==> src/common/uart_config.svh <==
`ifndef UART_CONFIG_SVH
`define UART_CONFIG_SVH

// --------------------
// Clock and line rate
// --------------------

// System clock in Hz
`define CLK_FREQ 125_000_000

// Serial rate, sixteen clocks per bit
`define BAUD_RATE 7_812_500

// --------------------
// Hub sizing
// --------------------

`define UART_CHANNELS 2

// Entries in the shared receive FIFO, power of two
`define RX_FIFO_DEPTH 8

`endif

==> src/common/uart_pkg.sv <==
`include "uart_config.svh"

package uart_pkg;

	// --------------------
	// Channel index
	// --------------------

	// Never narrower than one bit, even for a single channel
	localparam int CHAN_W = (`UART_CHANNELS > 1) ? $clog2(`UART_CHANNELS) : 1;

	typedef logic [CHAN_W-1:0] chan_t;

	// --------------------
	// Receive FIFO entry
	// --------------------

	// Source channel in the top bits
	// Bad stop bit still keeps the sampled data
	typedef struct packed {
		chan_t      chan;
		logic       frame_err;
		logic [7:0] data;
	} rx_entry_t;

endpackage

==> src/source/rx_fifo.sv <==
`timescale 1ns/1ps

`include "uart_config.svh"

module rx_fifo (
	input  logic                clk,
	input  logic                rst_n,
	input  logic                push,
	input  uart_pkg::rx_entry_t push_entry,
	input  logic                rd_en,
	output uart_pkg::rx_entry_t head,
	output logic                empty,
	output logic                full
);

	import uart_pkg::*;

	localparam int DEPTH = `RX_FIFO_DEPTH;
	localparam int AW    = $clog2(DEPTH);

	rx_entry_t   mem [DEPTH];
	logic [AW:0] wr_ptr;
	logic [AW:0] rd_ptr;
	logic        do_push;
	logic        do_pop;

	// --------------------
	// Status
	// --------------------

	// Extra pointer bit tells full from empty
	assign empty = (wr_ptr == rd_ptr);
	assign full  = (wr_ptr[AW] != rd_ptr[AW]) &&
	               (wr_ptr[AW-1:0] == rd_ptr[AW-1:0]);

	// Writes while full and reads while empty are dropped
	assign do_push = push && !full;
	assign do_pop  = rd_en && !empty;

	// --------------------
	// Pointers
	// --------------------

	always_ff @(posedge clk or negedge rst_n) begin
		if (!rst_n) begin
			wr_ptr <= '0;
		end else if (do_push) begin
			wr_ptr <= wr_ptr + (AW + 1)'(1);
		end
	end

	always_ff @(posedge clk or negedge rst_n) begin
		if (!rst_n) begin
			rd_ptr <= '0;
		end else if (do_pop) begin
			rd_ptr <= rd_ptr + (AW + 1)'(1);
		end
	end

	// --------------------
	// Storage
	// --------------------

	always_ff @(posedge clk) begin
		if (do_push)
			mem[wr_ptr[AW-1:0]] <= push_entry;
	end

	// Head is valid whenever empty is low
	assign head = mem[rd_ptr[AW-1:0]];

endmodule

==> config.mk <==
export PLATFORM = sky130hd
export DESIGN_NAME = rx_fifo
export DESIGN_NICKNAME = d
export VERILOG_FILES = /design/src/common/uart_pkg.sv /design/src/source/rx_fifo.sv
export VERILOG_INCLUDE_DIRS = /design/src /design/src/common
export SDC_FILE = /design/constraint.sdc
export NUM_CORES = 1
export LEC_CHECK = 0
export BUFFER_PORTS_ARGS = -buffer_cell sky130_fd_sc_hd__buf_2
export CAP_MARGIN = 20
export CORE_MARGIN = 4
export CORE_UTILIZATION = 40
export DETAILED_ROUTE_END_ITERATION = 7
export PLACE_DENSITY = 0.66
export SKIP_CTS_REPAIR_TIMING = 1
export SLEW_MARGIN = 20
export SYNTH_ARGS = -nofsm -noshare
export SYNTH_HDL_FRONTEND = slang
export SYNTH_SLANG_ARGS = --single-unit
==> constraint.sdc <==
create_clock -name clk -period 2.6 [get_ports clk]
set_input_delay 0.65 -clock clk [delete_from_list [all_inputs] [get_ports clk]]
set_output_delay 0.65 -clock clk [all_outputs]
set_load 0.1 [all_outputs]
== After elaboration in Yosys (flattened, before gate mapping) ==
Memories as Yosys holds them, arrays and structs flattened.
Cells that the tools add are included.

* Memory bits (writable): 80
* Output and inout bits: 12
* Flip-flop bits (word level): 8
* Input port bits: 14
* Word-level logic and storage cells: 15
* Memories: 1

{| class="wikitable"
|+ Memories
! name !! depth !! bits a word !! rd ports !! clocked after memory_dff !! write ports !! line !! text
|-
| mem || 8 || 10 || 1 || 0 || 1 || rx_fifo.sv:21 || <nowiki>rx_entry_t mem [DEPTH];</nowiki>
|}

* Reductions and logical operators: 5
* Add/sub/neg operators: 2
* Mux-type cells: 2
* Eq/ne operators: 3

{| class="wikitable"
|+ Operators by type and width
! operator !! number
|-
| adder 4 x 1 -> 4 bit (second input constant) || 2
|-
| equality test 4 bit || 1
|-
| equality test 3 bit || 1
|-
| logical AND 1 bit || 3
|-
| logical NOT 1 bit || 2
|-
| two-way mux 1 bit || 2
|-
| inequality test 1 bit || 1
|}

== Logic depth before layout (Yosys ltp) ==
Gate-level depths: netlist of run 1.

* Depth after elaboration: 6
* Gate-level depth with buffers: 5
* Gate-level depth less buffers: 4

== Worst setup path before layout of run 1 ==
Ideal clock, no wire load.

* Path type: reg2reg
* Start point: register rd_ptr[0]
* End point: memory mem[5][0] (netlist bit) (enable)
* Setup time: 0.443 ns
* Arrival time: 3.297 ns
* Setup slack: -1.139 ns
* Required time: 2.157 ns
* Stages on the path, launching flop included: 5
* Path buffers: 1
* Cell sequence: dfrtp_1 > buf_4 > xor2_4 > nor4_2 > nor3_1

* Cells in the longest elaborated chain, start to end: 6

{| class="wikitable"
|+ RTL lines
! element !! line !! text
|-
| start: declaration || rx_fifo.sv:23 || <nowiki>logic [AW:0] rd_ptr;</nowiki>
|-
| start signal: assignment || rx_fifo.sv:56 || <nowiki>rd_ptr <= rd_ptr + (AW + 1)'(1);</nowiki>
|-
| equality test 3 bit || rx_fifo.sv:34 || <nowiki>(wr_ptr[AW-1:0] == rd_ptr[AW-1:0]);</nowiki>
|-
| logical AND 1 bit || rx_fifo.sv:33 || <nowiki>assign full = (wr_ptr[AW] != rd_ptr[AW]) &&</nowiki>
|-
| net full || rx_fifo.sv:13 || <nowiki>output logic full</nowiki>
|-
| logical NOT 1 bit || rx_fifo.sv:37 || <nowiki>assign do_push = push && !full;</nowiki>
|-
| logical AND 1 bit || rx_fifo.sv:37 ||
|-
| two-way mux 1 bit || rx_fifo.sv:65 || <nowiki>if (do_push)</nowiki>
|-
| two-way mux 1 bit (not written as such) || rx_fifo.sv:66 || <nowiki>mem[wr_ptr[AW-1:0]] <= push_entry;</nowiki>
|-
| end: declaration || rx_fifo.sv:21 ||
|}

The timed path passes the listed nets, and every way through them passes these cells.

==> metrics, run 1 <==
outcome=completed; gr usage total=12.6%; layout cells sized above 1=approximately 47%; Avg Vias per Cell=~5.2; WL per Instance=around 19 um; max-cap viol count=0; final count of negative-setup-slack endpoints=0; first-pass GRT wire length=10,400 um; antenna violations before repair=0; GRT met2 Usage=19.2%; Slew Limit Fails=0; Core Region=8850 um2; drt pass-1 iters=4; met1 Use GR=17.5%; Post-synth EDFFs=80; # diodes=0; Post-synth ARST share=a little under a tenth; commonest non-fill, non-tap cell in the layout=edfxtp_1; H-tree depth=3; vias in the first global route=approximately 1,900; Worst Path Max Fanout=12; overall die width=104 um; io pins=26; Rel. slew slack=56.6%; Hold Vio Cnt, Final=0; clock tree root buffer cell=clkbuf_8; final core utilization=50.1%; unrepaired setup endpoints after global routing=true; endpoint type of the worst setup path=output port; syn_nets=around 190; period utilisation layout=99.5%; fmax=about 0.39 GHz; fin crit period=between 2 and 3 ns; Port Buffer Count=25; Reg clk slew, reported paths=around 0.080 ns; most frequent cells in the layout=80 x edfxtp_1, 21 x buf_4, 20 x mux4_2, 13 x buf_2; Layout Skew=0.00672 ns; clock sinks=between 80 and 90; Iteration-0 DRC Markers=70; area growth from synthesis to layout=20.4%; Synth Register Bits=just under 90; post-synthesis sequential area ratio=between 70% and 80%; Final GP Congestion=0.740; die height=roughly 100 um; dpl cell area=about 4100 um2; Synth Instances=about 180; Post-Syn Area per Cell=~21 um2; dpl hpwl=roughly 4300 um; post-synthesis cell area=about 3700 um2; setup TNS=0 ns; worst hold slack=around 0.15 ns; data arrival time of the worst path=between 1.5 and 2 ns; DRC Markers=0; Detailed Route WL=6390 um; busiest layer in global routing=met2; DIE AREA=roughly 11,000 um2; final net count=242; startpoint types=flip-flop; synth warn=0; starting density of the core=41.6%; global route total overflow=0; Clock Latency Late Sink=0.34 ns; actual slew at the worst max-slew pin=around 0.65 ns; Final ANT Viol Nets=0; met3 Use GR=under 10%; TritonCTS clock tree=done; TritonCTS Buffers=9; Final Cell Area=~4400 um2; worst hold path class=in -> async; num rows=34; largest net degree at the start of global routing=26; Clock Tree Buf Depth=2; Crit Path Class=reg -> out; Required @ worst endpoint=~2 ns; vias post-DR=~1,800; Yosys cell types=30; Primary FF master, synth=edfxtp_1
## Yosys cell counts, types with 3 or more instances
cell type,number,area share (%)
nand2_1,4,0.41
dfrtp_1,8,5.4
nor3_1,3,0.41
nor2_1,5,0.51
xnor2_1,5,1.2
clkbuf_1,3,0.31
buf_6,3,0.92
mux4_2,20,12
xor2_4,3,2.2
edfxtp_1,80,65
mux2_2,10,3.1
## layout make-up
cell class	count	area (um2)
Inverter	2	7.51
Tap cell	108	135
Multi-Input combinational cell	76	1040
Clock buffer	10	128
Sequential cell	88	2610
Fill cell	712	4420
Timing Repair Buffer	49	435
Clock inverter	5	81.3
## cells by family (layout without fill, tap and decap cells)
family	Yosys count	after routing	share of synthesized area, %
buffers and inverters	11	66	1.90
multiplexers	32	32	15.9
AO/OA/AOI/OAI	9	9	3.36
XOR/XNOR	9	9	3.67
flip-flops	88	88	70.7
AND/OR/NAND/NOR	24	24	3.81
adder cells (fa/ha/maj)	2	2	0.679
## critical path, cell delays in order (launching register included)
cell	delay, ns
dfrtp_2	0.42
buf_12	0.17
mux4_2	0.51
mux2_2	0.30
buf_6	0.19
## stage by stage
step                std cells  setup slack [ns]
global route              338           -0.0501
floorplan                 175            -0.181
detailed placement        322             0.229
CTS                       337            -0.156
global placement          322             0.243
finish                    338            0.0129
## worst paths after layout
kind                                        from                     to  slack [ns]  cells past startpoint
hold / removal                             rst_n  wr_ptr[3]$_DFFE_PN0P_        0.15                      1
hold reg to reg            wr_ptr[3]$_DFFE_PN0P_  wr_ptr[3]$_DFFE_PN0P_        0.60                      2
min in group clk                   push_entry[1]    mem[1][1]$_DFFE_PP_        0.58                      1
setup reg to reg           rd_ptr[1]$_DFFE_PN0P_    mem[2][3]$_DFFE_PP_        0.47                      6
max in group asynchronous                  rst_n  rd_ptr[0]$_DFFE_PN0P_        2.25                      1
setup / recovery           rd_ptr[0]$_DFFE_PN0P_                head[4]        0.01                      4
## sequential cells by signal, indices dropped and copies added (netlist names)
signal / cells
rd_ptr: 4
wr_ptr: 4
mem: 80
## per-layer routing
layer	wire [um]	part of all wire, %	vias to the layer above
li1	-	-	822
met1	2960	46	910
met2	3120	49	35
met3	226	3.5	6
met4	89	1.4	0
met5	0	0	-
Power of run 1 is left out: the tool's default activity adds up to more than one toggle a clock period on the data nets, which glitch-free logic cannot reach.
==> inputs of run 2 (changes only) <==
--- a/config.mk
+++ b/config.mk
@@ -8,6 +8,7 @@
 export LEC_CHECK = 0
 export BUFFER_PORTS_ARGS = -buffer_cell sky130_fd_sc_hd__buf_2
 export CAP_MARGIN = 20
+export CORE_ASPECT_RATIO = 0.75
 export CORE_MARGIN = 4
 export CORE_UTILIZATION = 40
 export DETAILED_ROUTE_END_ITERATION = 7
@@ -17,3 +18,4 @@
 export SYNTH_ARGS = -nofsm -noshare
 export SYNTH_HDL_FRONTEND = slang
 export SYNTH_SLANG_ARGS = --single-unit
+export TNS_END_PERCENT = 1
==> run 2 against run 1 <==
Design area grew 0.20%; via count decreased by 1.4%; final cell count fell by 0.89%; register-to-register slack worse by 0.27 ns; highest routed layer unchanged; routed wire length up 5.3%; critical path depth did not move; the flow now finishes with violations (setup timing); critical endpoint is now head[2]; sequential cell count is the same; utilization decreased by 0.79 points; fmax shrank 0.83%; setup slack got worse by 0.022 ns; clock skew down 0.00078 ns.
==> metrics, run 2 (same netlist as run 1, synthesis figures left out) <==
starting density of the core=40.9% (-0.74 points); Rel. slew slack=28.4% (-28 points); antenna violations before repair=0 (unchanged); worst hold path class=in -> async; Clock Tree Buf Depth=2 (unchanged); largest net degree at the start of global routing=23 (-12%); actual slew at the worst max-slew pin=1.07 ns (+0.420 ns); num rows=30 (-12%); Detailed Route WL=6730 um (+5.3%); clock tree root buffer cell=clkbuf_16; unrepaired setup endpoints after global routing=true; RR Startpoint=rd_ptr[0]$_DFFE_PN0P_; Core Region=9010 um2 (+1.8%); Critical R2R Capture=mem[5][3]$_DFFE_PP_; Final ANT Viol Nets=0 (unchanged); outcome=finished, violations left; startpoint types=flip-flop; DRC Markers=0 (unchanged); first-pass GRT wire length=10,600 um (+2.1%); Crit Path Class=reg -> out; period utilisation layout=100% (+0.84 points); fin crit period=2.61 ns (+0.0217 ns); TritonCTS Buffers=9 (unchanged); global route total overflow=0 (unchanged); Required @ worst endpoint=1.95 ns (about the same); final count of negative-setup-slack endpoints=4 (+4); Hold Vio Cnt, Final=0 (unchanged); # diodes=0 (unchanged); TritonCTS clock tree=done; Crit path max-delay family=multiplexers; most frequent cells in the layout=80 x edfxtp_1, 20 x mux4_2, 13 x buf_2, 13 x buf_4; Worst Path Max Fanout=11 (-1); Layout Skew=0.00594 ns (-0.000779 ns); Avg Vias per Cell=5.22 (-0.47%); io pins=26 (unchanged); drt pass-1 iters=4 (unchanged); commonest non-fill, non-tap cell in the layout=edfxtp_1; max-cap viol count=0 (unchanged); fmax=0.383 GHz (-0.83%); gr usage total=13.5% (+0.87 points); area growth from synthesis to layout=20.6%; max FFs per register=80 (unchanged); Clock Latency Late Sink=0.34 ns (about the same); cells on worst reg2reg path=5 (-1); die height=91.1 um (-12%); final net count=234 (-3.3%); dpl hpwl=4210 um (-1.1%); layout cells sized above 1=44.4% (-2.6 points); WL per Instance=20.1 um (+6.2%); worst path cell trace=clkbuf_16 > mux4_2 > mux2_2 > buf_6; final worst slack=-0.00880 ns (-0.0217 ns); Max stage delay on crit path=0.50 ns (about the same); Final GP Congestion=0.750 (+1.4%); endpoint type of the worst setup path=output port; critical path's slowest cell=mux4_2; H-tree depth=3 (unchanged); vias in the first global route=1,856 (+0.16%); failing checks=setup timing; Port Buffer Count=25 (unchanged); Reg clk slew, reported paths=0.06 ns (-0.02 ns); DIE AREA=10,800 um2 (+0.15%); Iteration-0 DRC Markers=107 (+53%); R2R setup slack=0.20 ns (-0.27 ns); Place WS=0.225 ns (-0.00466 ns); Slew Limit Fails=0 (unchanged); clock sinks=88 (unchanged); CP Buf/Inv Count=2 (unchanged); data arrival time of the worst path=1.96 ns (+0.02 ns); overall die width=119 um (+14%); vias post-DR=1,749 (-1.4%)
[run 2: per-layer routing]
metal | GRT usage (%) | vias to the layer above | routed length (um)
met1 | 19.4 | 882 | 3240
met4 | 2.89 | 0 | 48
met2 | 19.2 | 56 | 3030
met3 | 5.48 | 6 | 418
met5 | 0 | - | 0
li1 | - | 805 | -
[run 2: worst max-delay path by stage]
stage / start / to / slack, ns / cells past startpoint
3_5_place_dp: rd_ptr[0]$_DFFE_PN0P_ / head[3] / 0.22 / 4
4_1_cts: rd_ptr[0]$_DFFE_PN0P_ / head[3] / -0.14 / 4
6_report: rd_ptr[0]$_DFFE_PN0P_ / head[2] / -0.009 / 4
5_1_grt: rd_ptr[0]$_DFFE_PN0P_ / empty / -0.06 / 5
2_1_floorplan: rd_ptr[1]$_DFFE_PN0P_ / mem[6][0]$_DFFE_PP_ / -0.18 / 4
3_3_place_gp: wr_ptr[2]$_DFFE_PN0P_ / mem[7][8]$_DFFE_PP_ / 0.17 / 3
[run 2: cell type report]
type | instances | area (um2)
sequential | 88 | 2610
timing repair buffer | 41 | 380
clock buffer | 11 | 233
tap | 112 | 140
fill | 737 | 4570
inverter | 2 | 7.51
multi-input combinational | 76 | 1040
clock inverter | 5 | 31.3
[run 2: metrics by stage]
step           area, um2  utilization [%]  TNS [ns]  hold WS, ns  instances
2_1_floorplan       3700                -     -5.45        0.354        175
3_3_place_gp        4070             45.2         0        0.518        316
3_5_place_dp        4070             45.2         0        0.516        316
4_1_cts             4340             48.1     -1.32        0.153        332
5_1_grt             4440             49.3    -0.560        0.163        335
6_report            4440             49.3   -0.0280        0.156        335
[run 2: worst reg2reg max path: stages, from the launching register on]
cell and delay, ns:
dfrtp_2 0.45, clkbuf_16 0.21, xor2_4 0.31, nor4_4 0.08
buf_4 0.17, nor3_2 0.81
Power of run 2 is left out for the same reason.
==> inputs of run 3 (changes only) <==
--- a/config.mk
+++ b/config.mk
@@ -8,11 +8,10 @@
 export LEC_CHECK = 0
 export BUFFER_PORTS_ARGS = -buffer_cell sky130_fd_sc_hd__buf_2
 export CAP_MARGIN = 20
-export CORE_ASPECT_RATIO = 0.75
 export CORE_MARGIN = 4
 export CORE_UTILIZATION = 40
 export DETAILED_ROUTE_END_ITERATION = 7
-export PLACE_DENSITY = 0.66
+export PLACE_DENSITY = 0.6
 export SKIP_CTS_REPAIR_TIMING = 1
 export SLEW_MARGIN = 20
 export SYNTH_ARGS = -nofsm -noshare
==> run 3 against run 2 <==
The flow still finishes with violations (setup timing); non-clock buffer count up 4; sequential cell count unchanged; final cell count unchanged; register-to-register slack better by 0.18 ns; global-route usage down 0.72 points; largest cell class unchanged; hold slack worse by 0.017 ns; critical path type unchanged; highest routed layer unchanged; clock skew about the same; sequential share of layout area down 0.20 points; setup slack worse by 0.013 ns; count of clock-buffer cells in the layout down 2; utilization up 1.1 points; routed wire length down 0.40%.
==> metrics, run 3 (same netlist as run 1, synthesis figures left out) <==
outcome=finished, violations left; failing checks=setup timing; Critical R2R Capture=mem[6][1]$_DFFE_PP_; clock tree root buffer cell=clkbuf_8; Clock Tree Buf Depth=2 (unchanged); max-cap viol count=0 (unchanged); area occupied by multi-input gates=1050 um2 (+0.48%); final count of negative-setup-slack endpoints=6 (+2); Detailed Route WL=6700 um (-0.40%); startpoint types=flip-flop; overall die width=104 um (-12%); Reg clk slew, reported paths=0.09 ns (+0.03 ns); TritonCTS Buffers=9 (unchanged); # diodes=0 (unchanged); Critical Path Start=rd_ptr[0]$_DFFE_PN0P_; Crit Path Class=reg -> out; Layout Skew=0.00591 ns (-0.0000280 ns); unrepaired setup endpoints after global routing=true; Max stage delay on crit path=0.49 ns (about the same); fin crit period=2.62 ns (+0.0134 ns); Port Buffer Count=25 (unchanged); Final ANT Viol Nets=0 (unchanged); vias post-DR=1,790 (+2.3%); RR Startpoint=rd_ptr[0]$_DFFE_PN0P_; final worst slack=-0.0222 ns (-0.0134 ns); WL per Instance=20.0 um (-0.40%); starting density of the core=41.6% (+0.74 points); Avg Vias per Cell=5.34 (+2.3%); Required @ worst endpoint=1.95 ns (about the same); max FFs per register=80 (unchanged); worst hold path class=in -> async; drt pass-1 iters=4 (unchanged); Clock Latency Late Sink=0.34 ns (about the same); Hold Vio Cnt, Final=0 (unchanged); area growth from synthesis to layout=21.1%; final net count=238 (+1.7%); worst path cell trace=clkbuf_16 > mux4_2 > mux2_2 > buf_6; Crit path max-delay family=multiplexers; DIE AREA=10,800 um2 (-0.15%); critical path's slowest cell=mux4_2; data arrival time of the worst path=1.97 ns (about the same); cells on worst reg2reg path=4 (-1); antenna violations before repair=0 (unchanged); commonest non-fill, non-tap cell in the layout=edfxtp_1; Core Region=8850 um2 (-1.8%); Critical Path End=head[8]; number of cells on the critical path=4 (unchanged); Filler cells=720 (-2.3%); clock sinks=88 (unchanged); layout cells sized above 1=46.3% (+1.9 points); Slew Limit Fails=0 (unchanged); Iteration-0 DRC Markers=82 (-23%); largest net degree at the start of global routing=19 (-17%); DRC Markers=0 (unchanged); gr usage total=12.7% (-0.72 points); final core utilization=50.4% (+1.1 points); global route total overflow=0 (unchanged); Rel. slew slack=28.4% (about the same); R2R setup slack=0.38 ns (+0.18 ns); Storage cell area=2610 um2 (about the same); fmax=0.381 GHz (-0.51%); endpoint type of the worst setup path=output port; io pins=26 (unchanged); first-pass GRT wire length=10,400 um (-1.9%); vias in the first global route=1,875 (+1.0%); most frequent cells in the layout=80 x edfxtp_1, 20 x mux4_2, 15 x buf_4, 13 x buf_2, 10 x buf_6; actual slew at the worst max-slew pin=1.07 ns (-0.00158 ns); num rows=34 (+13%); Final GP Congestion=0.781 (+4.1%); period utilisation layout=101% (+0.51 points); die height=104 um (+14%); TritonCTS clock tree=done; dpl hpwl=4120 um (-1.9%); CP Buf/Inv Count=2 (unchanged); Worst Path Max Fanout=9 (-2); H-tree depth=3 (unchanged)
## run 3: how the worst min path moves through the flow
stage	startpoint	cells past startpoint	endpoint	slack [ns]
6_report	rst_n	1	wr_ptr[3]$_DFFE_PN0P_	0.14
2_1_floorplan	rst_n	0	rd_ptr[0]$_DFFE_PN0P_	0.35
3_3_place_gp	rst_n	1	rd_ptr[3]$_DFFE_PN0P_	0.52
4_1_cts	rst_n	1	wr_ptr[3]$_DFFE_PN0P_	0.13
3_5_place_dp	rst_n	1	wr_ptr[3]$_DFFE_PN0P_	0.52
5_1_grt	rst_n	1	wr_ptr[3]$_DFFE_PN0P_	0.13
## run 3: metrics by stage
stage                     area [um2]  hold WS, ns  setup TNS (ns)  setup WS, ns  std cells
final                           4460        0.139         -0.0857       -0.0222        335
after detailed placement        4110        0.519               0         0.251        318
after global routing            4460        0.128          -0.869        -0.101        335
after floorplan                 3700        0.354           -5.45        -0.182        175
after global placement          4110        0.517               0         0.255        318
after CTS                       4330        0.135           -1.33        -0.148        334
## run 3: layer usage
layer / global-route usage, % / part of all wire [%] / vias up / routed length, um
li1: - / - / 816 / -
met1: 16.6 / 42 / 914 / 2850
met2: 20.8 / 50 / 48 / 3370
met3: 3.54 / 5.6 / 12 / 374
met4: 3.99 / 1.6 / 0 / 108
met5: 0 / 0 / - / 0
## run 3: final cells by class
| class | count | area share (%) |
|---|---|---|
| multi-input combinational | 76 | 23.5 |
| timing repair buffer | 45 | 9.76 |
| sequential | 88 | 58.4 |
| tap | 108 | 3.03 |
| clock buffer | 9 | 2.78 |
| clock inverter | 7 | 2.27 |
| inverter | 2 | 0.168 |
Power of run 3 is left out for the same reason.
