**config.mk**
```make
export PLATFORM = sky130hd
export DESIGN_NAME = uart_rx
export DESIGN_NICKNAME = d
export VERILOG_FILES = /design/src/uart_rx/uart_rx.sv
export VERILOG_INCLUDE_DIRS = /design/src /design/src/common
export SDC_FILE = /design/constraint.sdc
export NUM_CORES = 1
export LEC_CHECK = 0
export BUFFER_PORTS_ARGS = -buffer_cell sky130_fd_sc_hd__buf_2
export CORE_MARGIN = 2
export CORE_UTILIZATION = 38
export CTS_BUF_LIST = sky130_fd_sc_hd__clkbuf_2
export DETAILED_ROUTE_END_ITERATION = 10
export PLACE_DENSITY_LB_ADDON = 0.12
export SETUP_SLACK_MARGIN = 0.02
export SLEW_MARGIN = 20
export SYNTH_ARGS = -nofsm -noshare
export SYNTH_HDL_FRONTEND = slang
export SYNTH_SLANG_ARGS = --single-unit
```
**constraint.sdc**
```tcl
create_clock -name clk -period 4.4 [get_ports clk]
set_clock_uncertainty 0.1 [all_clocks]
set_input_delay 0.22 -clock clk [delete_from_list [all_inputs] [get_ports clk]]
set_output_delay 0.22 -clock clk [all_outputs]
set_load 0.05 [all_outputs]
```
**src/common/uart_config.svh**
```systemverilog
`ifndef UART_CONFIG_SVH
`define UART_CONFIG_SVH

// --------------------
// Clock and line rate
// --------------------

// System clock in Hz
`define CLK_FREQ 125_000_000

// Serial rate, sixteen clocks per bit
`define BAUD_RATE 7_812_500

// --------------------
// Hub sizing
// --------------------

`define UART_CHANNELS 2

// Entries in the shared receive FIFO, power of two
`define RX_FIFO_DEPTH 8

`endif

```
**src/uart_rx/uart_rx.sv**
```systemverilog
`timescale 1ns/1ps

`include "uart_config.svh"

module uart_rx (
	input  logic       clk,
	input  logic       rst_n,
	input  logic       rx,
	output logic       byte_valid,
	output logic       frame_err,
	output logic [7:0] data
);

	localparam int CLKS_PER_BIT = `CLK_FREQ / `BAUD_RATE;
	localparam int HALF_BIT     = CLKS_PER_BIT / 2;
	localparam int CNT_W        = $clog2(CLKS_PER_BIT);

	typedef enum logic [2:0] {
		ST_IDLE,
		ST_START,
		ST_DATA,
		ST_STOP,
		ST_WAIT_HIGH
	} state_t;

	state_t           state;
	logic             rx_meta;
	logic             rx_sync;
	logic [CNT_W-1:0] bit_cnt;
	logic [2:0]       bit_idx;
	logic [7:0]       shift_reg;
	logic             cnt_half;
	logic             cnt_last;

	// --------------------
	// Input synchronizer
	// --------------------

	// Both flops come out of reset at the idle level
	always_ff @(posedge clk or negedge rst_n) begin
		if (!rst_n) begin
			rx_meta <= 1'b1;
			rx_sync <= 1'b1;
		end else begin
			rx_meta <= rx;
			rx_sync <= rx_meta;
		end
	end

	// --------------------
	// Bit timing
	// --------------------

	assign cnt_half = (bit_cnt == CNT_W'(HALF_BIT - 1));
	assign cnt_last = (bit_cnt == CNT_W'(CLKS_PER_BIT - 1));

	// --------------------
	// Frame FSM
	// --------------------

	always_ff @(posedge clk or negedge rst_n) begin
		if (!rst_n) begin
			state      <= ST_WAIT_HIGH;
			bit_cnt    <= '0;
			bit_idx    <= '0;
			byte_valid <= 1'b0;
			frame_err  <= 1'b0;
		end else begin
			byte_valid <= 1'b0;
			frame_err  <= 1'b0;

			case (state)
				ST_IDLE: begin
					bit_cnt <= '0;
					if (!rx_sync)
						state <= ST_START;
				end

				ST_START: begin
					if (cnt_half) begin
						bit_cnt <= '0;
						bit_idx <= '0;
						// Line back high at mid start bit, just a glitch
						state   <= rx_sync ? ST_IDLE : ST_DATA;
					end else begin
						bit_cnt <= bit_cnt + CNT_W'(1);
					end
				end

				ST_DATA: begin
					if (cnt_last) begin
						bit_cnt <= '0;
						bit_idx <= bit_idx + 3'd1;
						if (bit_idx == 3'd7)
							state <= ST_STOP;
					end else begin
						bit_cnt <= bit_cnt + CNT_W'(1);
					end
				end

				ST_STOP: begin
					if (cnt_last) begin
						bit_cnt    <= '0;
						byte_valid <= rx_sync;
						frame_err  <= !rx_sync;
						state      <= ST_WAIT_HIGH;
					end else begin
						bit_cnt <= bit_cnt + CNT_W'(1);
					end
				end

				// Hold off until the line returns to idle
				ST_WAIT_HIGH: begin
					bit_cnt <= '0;
					if (rx_sync)
						state <= ST_IDLE;
				end

				default: begin
					state <= ST_WAIT_HIGH;
				end
			endcase
		end
	end

	// LSB arrives first, so shift in from the top
	always_ff @(posedge clk) begin
		if (state == ST_DATA && cnt_last)
			shift_reg <= {rx_sync, shift_reg[7:1]};
	end

	assign data = shift_reg;

endmodule

```
======== After elaboration in Yosys (flattened, before gate mapping) ========
Cells that the tools add are included.
word-level totals
  input port bits ......................... 3
  RAM bits ................................ 0
  word-level logic and storage cells ...... 50
  latch bits .............................. 0
  output and inout port bits .............. 10
  bits in registers ....................... 22
  memories ................................ 0
  bits in read-only memories .............. 0
operators by class
  reductions and logical operators ........ 9
  mux-type cells .......................... 18
  add/sub/neg operators ................... 2
  divide/modulo/power cells ............... 0
  eq/ne operators ......................... 13
  magnitude comparators ................... 0
  $mul .................................... 0
  shift operators ......................... 0
  bitwise gates (word level) .............. 0
operators with widths
  kind                 count
  $mux 3               8
  $pmux 3 s5           1
  $ne 2x2->1 const B   6
  $pmux 4 s3           1
  $mux 4               2
  $eq 3x2->1 const B   2
  $eq 3x3->1 const B   2
  $pmux 3 s2           1
  $reduce_and 6->1     1
  $add 4x1->4 const B  1
  $eq 4x3->1 const B   1
  $eq 4x4->1 const B   1
  $mux 1               4
  $reduce_or 2->1      2
  $add 3x1->3 const B  1
  $eq 3x1->1 const B   1
  $logic_not 3->1      1
  $reduce_and 3->1     1
  $reduce_bool 3->1    1
  $mux 2               1
  $reduce_bool 2->1    1
  $logic_and 1x1->1    1
  $logic_not 1->1      1

======== Logic depth before layout (Yosys ltp) ========
Gate-level depths: netlist of run 1.
  word-level depth ........................ 4
  mapped depth ............................ 5

======== Worst setup path after synthesis of run 1 ========
No wires, ideal clock.
  path type ............................... register -> register
  start ................................... register bit_cnt[0]
  end ..................................... register shift_reg[0], in the netlist data[0] (enable)
  data required time ...................... 3910 ps
  arrival ................................. 1445 ps
  stages on the path, launching flop included .. 4
  path slack .............................. 2465 ps
  period minus slack after synthesis ...... 1935 ps
  library setup time ...................... 390 ps
  path buffers ............................ 0
  cells stage by stage .................... dfrtp_1 -> ha_1 -> nand3_1 -> nor3_1
on the way
  longest elaborated chain between the ends .. 2
RTL lines
  item                    line            source
  from (decl)             uart_rx.sv:29   logic [CNT_W-1:0] bit_cnt;
  from (signal assigned)  uart_rx.sv:86   bit_cnt <= bit_cnt + CNT_W'(1);
  from (signal assigned)  uart_rx.sv:97   bit_cnt <= bit_cnt + CNT_W'(1);
  from (signal assigned)  uart_rx.sv:108  bit_cnt <= bit_cnt + CNT_W'(1);
  $eq 4x4->1              uart_rx.sv:55   assign cnt_last = (bit_cnt == CNT_W'(CLKS_PER_BIT - 1));
  $logic_and 1x1->1       uart_rx.sv:128  if (state == ST_DATA && cnt_last)
  to (signal assigned)    uart_rx.sv:129  shift_reg <= {rx_sync, shift_reg[7:1]};
  to (decl)               uart_rx.sv:31   logic [7:0] shift_reg;
Every way passes these cells.
A chain may end at the register's enable or synchronous reset.

======== Worst setup path after layout of run 1 ========
  start ................................... register state[2]
  end ..................................... register state[1]
on the way
  longest elaborated chain between the ends .. 3
  elaborated cells on any way between the ends .. 13
  classes of those cells .................. eq/ne (10); mux (1); reduce/logical (2)
RTL lines
  item                                      line           source
  from (decl)                               uart_rx.sv:26  state_t state;
  from (signal assigned)                    uart_rx.sv:84  state <= rx_sync ? ST_IDLE : ST_DATA;
  $eq 3x2->1, or another cell as far along  uart_rx.sv:72  case (state)
  $ne 2x2->1 (no line)                      n/a
  $reduce_and 6->1 (no line)                n/a
Parallel ways exist; a longest one is shown, timed or not.

==> results.md, run 1 <==
* Status: completed
* DR iter-0 viols at 11
* Final Setup Violations at 0
* Detailed Place HPWL at 1.167 mm
* Design Area, Final at 1122 um2
* Rows at 18
* Register area at 594.3 um2
* CP arrival at 2.06 ns
* Synth Register Bits at 22
* Chip width at 54.81 um
* Synth Cell Area at 980.9 um2
* CTS tree: built
* Worst R2R Path Depth at 4
* Die area at 3004 um2
* Detailed-route via count at 629
* Num CTS Buffers at 3
* Cts repair resizes at 0
* Antenna-violating nets left at 0
* DR pass1 iterations at 4
* Top-area cell type share of the netlist area at 28.06%
* Crit path buffers/inverters at 0
* Mapped Nets at 85
* Slew at the pin closest to its max-slew limit at 0.4304 ns
* Setup tns final at 0 ns
* CTS root buffer: clkbuf_2
* Placer Congestion at 0.6940
* Port bufs at 12
* Placed Instance Area at 1057 um2
* Max incr delay on CP at 0.75 ns
* Area of the multi-input gates at 346.6 um2
* CP Data Required Time at 4.55 ns
* Per-cell routed wire length at 13.14 um
* Layout cell share with drive strength beyond 1 at 24.73%
* Cell taking the most area after synthesis: dfrtp_1
* Cell Count, Final, Fillers Out at 123
* WL final at 1.616 mm
* Most frequent cells in the layout: buf_2, dfrtp_1, edfxtp_1
* Crit path time final at 1.914 ns
* Yosys warns at 0
* Layout Nets at 100
* Hold WC Path Type: input pin to asynchronous set/reset pin
* Max_slew headroom at 70.56%
* CP Launch Type: flip-flop
* Cell Pwr Density at 513.6 nW/um2
* Post-CTS Hold Buffers at 2
* Dpl cells at 117
* Final hold vios at 0
* Crit path max fanout at 16
* Initial antenna violation count at 0
* Ant diodes at 0
* Clock latency on the worst-skew pair at 0.32 ns
* Die height at 54.81 um
* Mean Syn Cell Area at 12.42 um2
* Ys flop type: dfrtp_1
* H-tree lvl count at 1
* RR Startpoint: state[2]
* Gr usage total at 12.39%
* # clock sinks at 22
* Critical path, cell by cell: nand2b_4, a21oi_1, a221o_1, mux2_1
* FMAX at 0.5225 GHz
* Final setup margin at 2.486 ns
* FF-to-FF End: state[1]
* Sequential area share after synthesis at 60.59%
* Final-report max-slew violation count at 0
* Vias in the first global route at 566
* Initial Util at 39.96%
* Fillers at 229
* GR Overflow Total at 0
* DRC at 0
* Leakage at 0.4780 nW
* CP Capture Type: flip-flop
* Max clock buf depth at 2
* Ys async rst share at 63.64%
* Top delay family on crit path: flip-flops
* CP max-delay cell: dfstp_2
* Hold_ws at 0.1751 ns
* Number of max-cap violations at 0
* WS Path Type: flip-flop to flip-flop
* Vias per inst at 5.114
* Final period util at 43.49%
* Worst VDD drop at 0.3207 mV
* Largest net degree at the start of global routing at 17
* Most common cell after layout, fill and taps aside: buf_2
* Flop-to-flop setup slack at 2.49 ns
* Pre-CTS setup slack at 2.515 ns
* Clk slew on worst S/H paths at 0.22 ns
* First-pass GRT wire length at 2.587 mm
* Core Box Area at 2455 um2
* P&R area growth vs syn at 14.41%
* RSZ-0062 raised after global routing: no
* Post-Synthesis Cells at 79
* Top post-synthesis cells by area: dfrtp_1, edfxtp_1, dfstp_2
* Setup bufs post-CTS at 0
* EDFF count, synth at 8
* Num ports at 13
* Post-synthesis cell type count at 32
==> kinds of logic (layout without fill, tap and decap cells) <==
logic type | after synthesis | after routing | synth area share, %
flops | 22 | 22 | 60.59
xor+xnor | 5 | 5 | 4.464
simple gates | 23 | 23 | 12.50
mux | 4 | 4 | 4.592
compound gates | 13 | 13 | 8.929
fa+ha+maj | 4 | 4 | 4.847
buf+inv | 8 | 22 | 4.081
==> flip-flops by register name, summed over array words and instances (netlist names) <==
name and count:
data 8, bit_cnt 4, bit_idx 3, state 3
byte_valid 1, frame_err 1, rx_meta 1, rx_sync 1
==> stage by stage <==
| step | power, W | utilization, % |
|---|---|---|
| after detailed placement | 0.0004399 | 43.07 |
| final | 0.0005765 | 45.72 |
| after CTS | 0.0005823 | 45.72 |
| after global routing | 0.0006148 | 45.72 |
| after global placement | 0.0004385 | 43.07 |
| after floorplan | 0.0004201 | - |
==> cell usage after synthesis, types with 3 or more instances <==
cell type  number
ha_1            3
mux2_1          3
edfxtp_1        8
xnor2_1         4
nor2_1          6
dfrtp_1        11
nor3_1          4
dfstp_2         3
a21oi_1         4
nand2_1         3
==> per-layer routing <==
layer / share of wire, % / wire, um / vias up / global-route usage, %
met5: 0 / 0 / - / 0
met4: 0.62 / 10 / 0 / 2.500
met3: 3.7 / 60 / 2 / 4.098
met2: 45 / 725 / 12 / 18.45
met1: 51 / 820 / 300 / 17.50
li1: - / - / 315 / -
==> cell type report <==
cell class                      count  share of cell area, %
Sequential cell                    22                  52.95
Multi-Input combinational cell     49                  30.88
Timing Repair Buffer               15                  7.804
Tap cell                           30                  3.344
Clock inverter                      1                  2.676
Clock buffer                        3                  1.338
Inverter                            3                  1.003
==> where the power goes <==
part,switching [W],leakage [nW],internal [W],total [W]
combinational,0.0000694,0.200,0.0000776,0.000147
clock,0.0000606,0.0266,0.0000784,0.000139
sequential,0.0000515,0.252,0.000239,0.000291
==> how the worst max path moves through the flow <==
stage / start / end / cells past startpoint
CTS: state[2] / state[1] / 4
global route: state[2] / state[1] / 4
floorplan: bit_cnt[0] / data[0] / 3
detailed placement: state[2] / state[1] / 4
finish: state[2] / state[1] / 4
global placement: state[2] / state[1] / 4
No activity file was read; power rests on OpenSTA's default activity.
==> inputs of run 2 (changes only) <==
--- a/config.mk
+++ b/config.mk
@@ -6,6 +6,7 @@
 export SDC_FILE = /design/constraint.sdc
 export NUM_CORES = 1
 export LEC_CHECK = 0
+export ABC_AREA = 1
 export BUFFER_PORTS_ARGS = -buffer_cell sky130_fd_sc_hd__buf_2
 export CORE_MARGIN = 2
 export CORE_UTILIZATION = 38
==> constraint.sdc (replaced) <==
create_clock -name clk -period 1.6 [get_ports clk]
set_clock_uncertainty 0.1 [all_clocks]
set_input_delay 0.08 -clock clk [delete_from_list [all_inputs] [get_ports clk]]
set_output_delay 0.08 -clock clk [all_outputs]
set_load 0.05 [all_outputs]
==> run 2 against run 1 <==
Net effect: via count is 16% higher; non-clock buffer count is the same; critical path type unchanged; area after synthesis increased by 12%; core utilization decreased by 0.98 points; power increased to 3.2 times the previous value; routed wire length rose by 10%; synthesized cell count rose by 35%; cell count increased by 27%; highest routed layer unchanged.
==> results.md, run 2 <==
* Status: completed
* Gr usage total at 12.16% (-0.23 points)
* Register area at 594.3 um2 (unchanged)
* CTS tree: built
* Detailed Place HPWL at 1.337 mm (+15%)
* WL final at 1.783 mm (+10%)
* Num ports at 13 (unchanged)
* Met3 wire length at 48 um (-20%)
* Post-synthesis cell type count at 28 (-13%)
* Most frequent cells in the layout: nand2_1, buf_2, dfrtp_1
* Power Total at 0.001850 W (+220%)
* Port bufs at 12 (unchanged)
* Chip width at 57.74 um (+5.3%)
* Final-report max-slew violation count at 0 (unchanged)
* Crit path time final at 1.478 ns (-0.4356 ns)
* Yosys warns at 0 (unchanged)
* # clock sinks at 22 (unchanged)
* Final period util at 92.39% (+49 points)
* Clk slew on worst S/H paths at 0.20 ns (-0.02 ns)
* CP Launch Type: flip-flop
* CTS root buffer: clkbuf_2
* WS Path Type: flip-flop to flip-flop
* Layout cell share with drive strength beyond 1 at 36.80% (+12 points)
* GR Overflow Total at 0 (unchanged)
* Setup tns final at 0 ns (unchanged)
* Worst VDD drop at 0.7737 mV (+140%)
* First-pass GRT wire length at 3.077 mm (+19%)
* CP arrival at 1.40 ns (-0.66 ns)
* Wl on met1 at 869 um (+6.0%)
* Core Box Area at 2758 um2 (+12%)
* Largest net degree at the start of global routing at 15 (-2)
* Antenna-violating nets left at 0 (unchanged)
* Top post-synthesis cells by area: dfrtp_1, edfxtp_1, dfstp_2
* Mapped Nets at 113 (+33%)
* Sequential area share after synthesis at 54.16% (-6.4 points)
* Number of max-cap violations at 0 (unchanged)
* Crit path max fanout at 11 (-5)
* Detailed-route via count at 728 (+16%)
* Ys flop type: dfrtp_1
* Pre-CTS setup slack at 0.09760 ns (-2.417 ns)
* Final Setup Violations at 0 (unchanged)
* DRC at 0 (unchanged)
* Num CTS Buffers at 3 (unchanged)
* Hold WC Path Type: input pin to asynchronous set/reset pin
* Final setup margin at 0.1218 ns (-2.364 ns)
* H-tree lvl count at 1 (unchanged)
* Hold_ws at 0.06079 ns (-0.1143 ns)
* CP Capture Type: flip-flop
* Max_slew headroom at 77.38% (+6.8 points)
* Worst R2R Path Depth at 3 (-1)
* DR pass1 iterations at 2 (-2)
* Max reg flops at 8 (unchanged)
* Die height at 57.74 um (+5.3%)
* Most common cell after layout, fill and taps aside: nand2_1
* P&R area growth vs syn at 12.43%
* Placed Instance Area at 1185 um2 (+12%)
* Ant diodes at 0 (unchanged)
* Synth Register Bits at 22 (unchanged)
* Mean Syn Cell Area at 10.26 um2 (-17%)
* Final hold vios at 0 (unchanged)
* Placer Congestion at 0.7547 (+8.7%)
* FMAX at 0.6765 GHz (+29%)
* Vias per inst at 4.667 (-8.7%)
* Max layer used: met4
* Leakage at 0.5876 nW (+23%)
* Max clock buf depth at 2 (unchanged)
* Met2 routed WL at 851 um (+17%)
* Die area at 3333 um2 (+11%)
* Cell taking the most area after synthesis: dfrtp_1
* Most frequent cell after synthesis: nand2_1
* Ys async rst share at 63.64% (unchanged)
* Layout Nets at 132 (+32%)
* CP Data Required Time at 1.52 ns (-3.03 ns)
* DR iter-0 viols at 8 (-3)
* Area of the multi-input gates at 439.2 um2 (+27%)
* Vias in the first global route at 724 (+28%)
* Initial Util at 39.79% (-0.17 points)
* Initial antenna violation count at 0 (unchanged)
* Post-Synthesis Cells at 107 (+35%)
* Design Area, Final at 1234 um2 (+9.9%)
* Flop-to-flop setup slack at 0.12 ns (-2.36 ns)
* Top-area cell type share of the netlist area at 25.09% (-3.0 points)
* CP max-delay cell: dfrtp_1
* FF-to-FF End: data[5]
* Top post-synthesis cells by count: nand2_1, dfrtp_1, nand3_1, edfxtp_1, inv_1
* EDFF count, synth at 8 (unchanged)
* Max incr delay on CP at 0.42 ns (-0.33 ns)
* Fillers at 274 (+20%)
* Synth Cell Area at 1097 um2 (+12%)
* Rows at 19 (+1)
* Critical path, cell by cell: ha_2, nand3_4, nor2_4
* RSZ-0062 raised after global routing: no
* Cell Pwr Density at 1499 nW/um2 (+190%)
* Per-cell routed wire length at 11.43 um (-13%)
* Clock latency on the worst-skew pair at 0.31 ns (about the same)
* Slew at the pin closest to its max-slew limit at 0.3393 ns (-0.09113 ns)
* RR Startpoint: bit_cnt[1]
-- run 2: cell types whose count changed in the layout (fill, tap and decap cells not counted), moves of 3 or more --
cell	before	now
inv_1	2	8
nor2_2	0	3
mux2_1	3	0
nand3_1	2	9
xnor2_1	4	0
inv_2	1	4
nand2_2	0	7
a21oi_1	4	1
nand2_1	3	20
-- run 2: worst max-delay path by stage --
stage / from / to / slack, ns
finish: bit_cnt[1] / data[5] / 0.12
global route: bit_cnt[1] / data[6] / 0.02
CTS: bit_cnt[0] / data[4] / 0.08
detailed placement: bit_cnt[0] / data[5] / 0.1
global placement: bit_cnt[0] / data[7] / 0.11
floorplan: bit_cnt[0] / state[1] / 0.22
-- run 2: power by group --
part / switching (W) / internal [W]
combinational: 0.000522 / 0.000314
sequential: 0.000130 / 0.000672
clock: 0.000157 / 0.0000544
-- run 2: logic make-up (layout without fill, tap and decap cells) --
logic type	count (synthesis)	in the layout	synth area share, %
AOI/OAI and AO/OA	10	10	6.271
buffers and inverters	15	33	6.043
and+or+nand+nor	56	56	29.30
adders and majority gates	3	3	3.421
DFF	22	22	54.16
xor gates and xnor gates	1	1	0.7983
-- run 2: final cells by class --
type / instances / share of cell area, %
Clock inverter: 1 / 0.3043
Inverter: 14 / 4.462
Tap cell: 31 / 3.144
Timing Repair Buffer: 15 / 7.099
Clock buffer: 3 / 1.217
Sequential cell: 22 / 48.17
Multi-Input combinational cell: 70 / 35.60
-- run 2: what timing repair did --
item	4_1_cts	5_1_grt
gates resized for setup	0	1
hold endpoints to repair	15	0
setup endpoints to repair	0	2
setup buffers	0	1
hold buffers	2	0
-- run 2: stage by stage --
stage          utilization (%)  cells
3_5_place_dp             42.97    149
3_3_place_gp             42.97    149
2_1_floorplan                -    107
5_1_grt                  44.74    156
4_1_cts                  44.37    155
6_report                 44.74    156
-- run 2: routing by layer --
metal  vias to the layer above  GRT usage, %
met1                       333         16.31
li1                        385             -
met3                         2         4.018
met5                         -             0
met2                         8         19.16
met4                         0         2.990
-- run 2: worst max-delay path, delay by kind of cell, from the launching register on --
family                   cells  cell delay [ns]
AND/OR/NAND/NOR              2             0.43
flip-flops                   1             0.42
adder cells (fa/ha/maj)      1             0.23
==> inputs of run 3 (changes only) <==
--- a/config.mk
+++ b/config.mk
@@ -6,7 +6,6 @@
 export SDC_FILE = /design/constraint.sdc
 export NUM_CORES = 1
 export LEC_CHECK = 0
-export ABC_AREA = 1
 export BUFFER_PORTS_ARGS = -buffer_cell sky130_fd_sc_hd__buf_2
 export CORE_MARGIN = 2
 export CORE_UTILIZATION = 38
==> run 3 against run 2 <==
Net effect: the run now ends with setup timing left; combinational power is 8.0% higher; via count is 0.55% higher; routed wire length is 11% higher; die area is 9.9% lower; register-to-register slack worse by 0.20 ns; design area is 14% higher; sequential cell count stayed put; critical path depth is 1 higher; sequential share of layout area is 5.7 points lower; highest routed layer unchanged.
==> results.md, run 3 (same netlist as run 1, synthesis figures left out) <==
* GR Overflow Total at 0 (unchanged)
* FMAX at 0.5969 GHz (-12%)
* CTS tree: built
* First-pass GRT wire length at 3.118 mm (+1.3%)
* DR pass1 iterations at 4 (+2)
* Layout Nets at 125 (-5.3%)
* Hold WC Path Type: input pin to asynchronous set/reset pin
* Crit path time final at 1.675 ns (+0.1973 ns)
* Cell Count, Final, Fillers Out at 148 (-5.1%)
* Die area at 3004 um2 (-9.9%)
* Vias in the first global route at 731 (+0.97%)
* CP Capture Type: flip-flop
* # clock sinks at 22 (unchanged)
* Rows at 18 (-1)
* Detailed-route via count at 732 (+0.55%)
* Die height at 54.81 um (-5.1%)
* Final hold vios at 0 (unchanged)
* WS Path Type: flip-flop to flip-flop
* Worst VDD drop at 0.7793 mV (+0.72%)
* Detailed Place HPWL at 1.317 mm (-1.5%)
* Flop-to-flop setup slack at -0.08 ns (-0.20 ns)
* Final setup margin at -0.07544 ns (-0.1973 ns)
* RSZ-0062 raised after global routing: yes
* Max reg flops at 8 (unchanged)
* Leakage at 0.6245 nW (+6.3%)
* Status: complete, but fails checks
* Cell Pwr Density at 1457 nW/um2 (-2.8%)
* Port bufs at 12 (unchanged)
* Max clock buf depth at 2 (unchanged)
* Final-report max-slew violation count at 0 (unchanged)
* Final Setup Violations at 4 (+4)
* CP max-delay cell: dfrtp_2
* Max incr delay on CP at 0.50 ns (+0.08 ns)
* CP Launch Type: flip-flop
* Largest net degree at the start of global routing at 15 (unchanged)
* Initial antenna violation count at 0 (unchanged)
* Initial Util at 39.96% (+0.17 points)
* CTS root buffer: clkbuf_2
* Area of the multi-input gates at 417.9 um2 (-4.8%)
* Layout cell share with drive strength beyond 1 at 50.00% (+13 points)
* Num CTS Buffers at 3 (unchanged)
* Max_slew headroom at 78.05% (+0.67 points)
* Core Box Area at 2455 um2 (-11%)
* CP arrival at 1.84 ns (+0.44 ns)
* Critical path, cell by cell: xnor2_1, a311oi_1, a221o_1, mux2_4
* Register area at 595.6 um2 (+0.21%)
* Failing checks: setup timing
* DRC at 0 (unchanged)
* Chip width at 54.81 um (-5.1%)
* Dpl cells at 139 (-6.7%)
* Crit path max fanout at 5 (-6)
* Vias per inst at 4.946 (+6.0%)
* Most frequent cells in the layout: buf_4, buf_2, dfrtp_1
* Placer Congestion at 0.7895 (+4.6%)
* WL final at 1.975 mm (+11%)
* Number of max-cap violations at 0 (unchanged)
* Clock latency on the worst-skew pair at 0.35 ns (+0.04 ns)
* P&R area growth vs syn at 42.86%
* Gr usage total at 15.00% (+2.8 points)
* Num ports at 13 (unchanged)
* CP Data Required Time at 1.77 ns (+0.25 ns)
* Slew at the pin closest to its max-slew limit at 0.3293 ns (-0.009996 ns)
* Power Total at 0.002042 W (+10%)
* Fillers at 215 (-22%)
* Per-cell routed wire length at 13.34 um (+17%)
* DR iter-0 viols at 8 (unchanged)
* Clk slew on worst S/H paths at 0.23 ns (+0.03 ns)
* Most common cell after layout, fill and taps aside: buf_4
* Ant diodes at 0 (unchanged)
* Antenna-violating nets left at 0 (unchanged)
* H-tree lvl count at 1 (unchanged)
* Pre-CTS setup slack at -0.08510 ns (-0.1827 ns)
* Final period util at 104.7% (+12 points)
run 3: changes by cell type in the layout (fill, tap and decap cells not counted), sizes merged, moves of 4 or more:
| cell | change |
|---|---|
| buf | +25 |
| inv | -10 |
| mux2 | +4 |
| nand2 | -26 |
| nand3 | -10 |
| nor2 | -7 |
| xnor2 | +4 |
run 3: cell type report:
cell class / count / share of cell area, %
clock buffer: 3 / 1.071
clock inverter: 1 / 2.143
inverter: 3 / 0.8036
multi-input combinational: 49 / 29.82
sequential: 22 / 42.50
tap: 30 / 2.679
timing repair buffer: 40 / 20.98
run 3: path summary, 6_finish.rpt:
check	endpoint	depth (start not counted)	from
max	state[0]	4	state[1]
min	bit_cnt[0]	2	rst_n
max reg2reg	state[0]	4	state[1]
min reg2reg	rx_sync	0	rx_meta
max in group asynchronous	rx_sync	2	rst_n
min in group clk	rx_meta	2	rx
run 3: through the flow:
step                      setup TNS, ns  utilization [%]  area, um2  hold slack (ns)
final                           -0.2134            57.08       1401          0.01272
after global routing            -0.7577            57.08       1401          0.02676
after detailed placement        -0.2042            50.00       1227         -0.09804
after global placement          -0.1170            50.00       1227         -0.09876
after CTS                       -0.2443            55.30       1358          0.01603
after floorplan                 -0.4774                -      989.7          -0.3156
run 3: power breakdown:
part	internal, W	leakage, nW	switching, W
Sequential	0.000660	0.250	0.0000831
Combinational	0.000527	0.348	0.000376
Clock	0.000215	0.0266	0.000181
run 3: critical path: cells and delay by family (launching register included):
family | cells | cell delay [ns]
compound gates | 2 | 0.54
xor+xnor | 1 | 0.14
flops | 1 | 0.50
mux | 1 | 0.32
run 3: routing by layer:
metal,track usage [%],vias up,wire [um]
met5,0,-,0
met2,21.83,10,888
met4,11.25,0,43
met1,19.42,357,994
met3,3.005,4,49
li1,-,361,-
run 3: timing repair:
item / in CTS / in global routing
pin swaps: 6 / 5
buffers inserted: 1 / 2
endpoints found under the setup margin: 12 / 16
hold buffers: 2 / 0
gates resized for setup: 13 / 7
endpoints found under the hold margin: 15 / 0
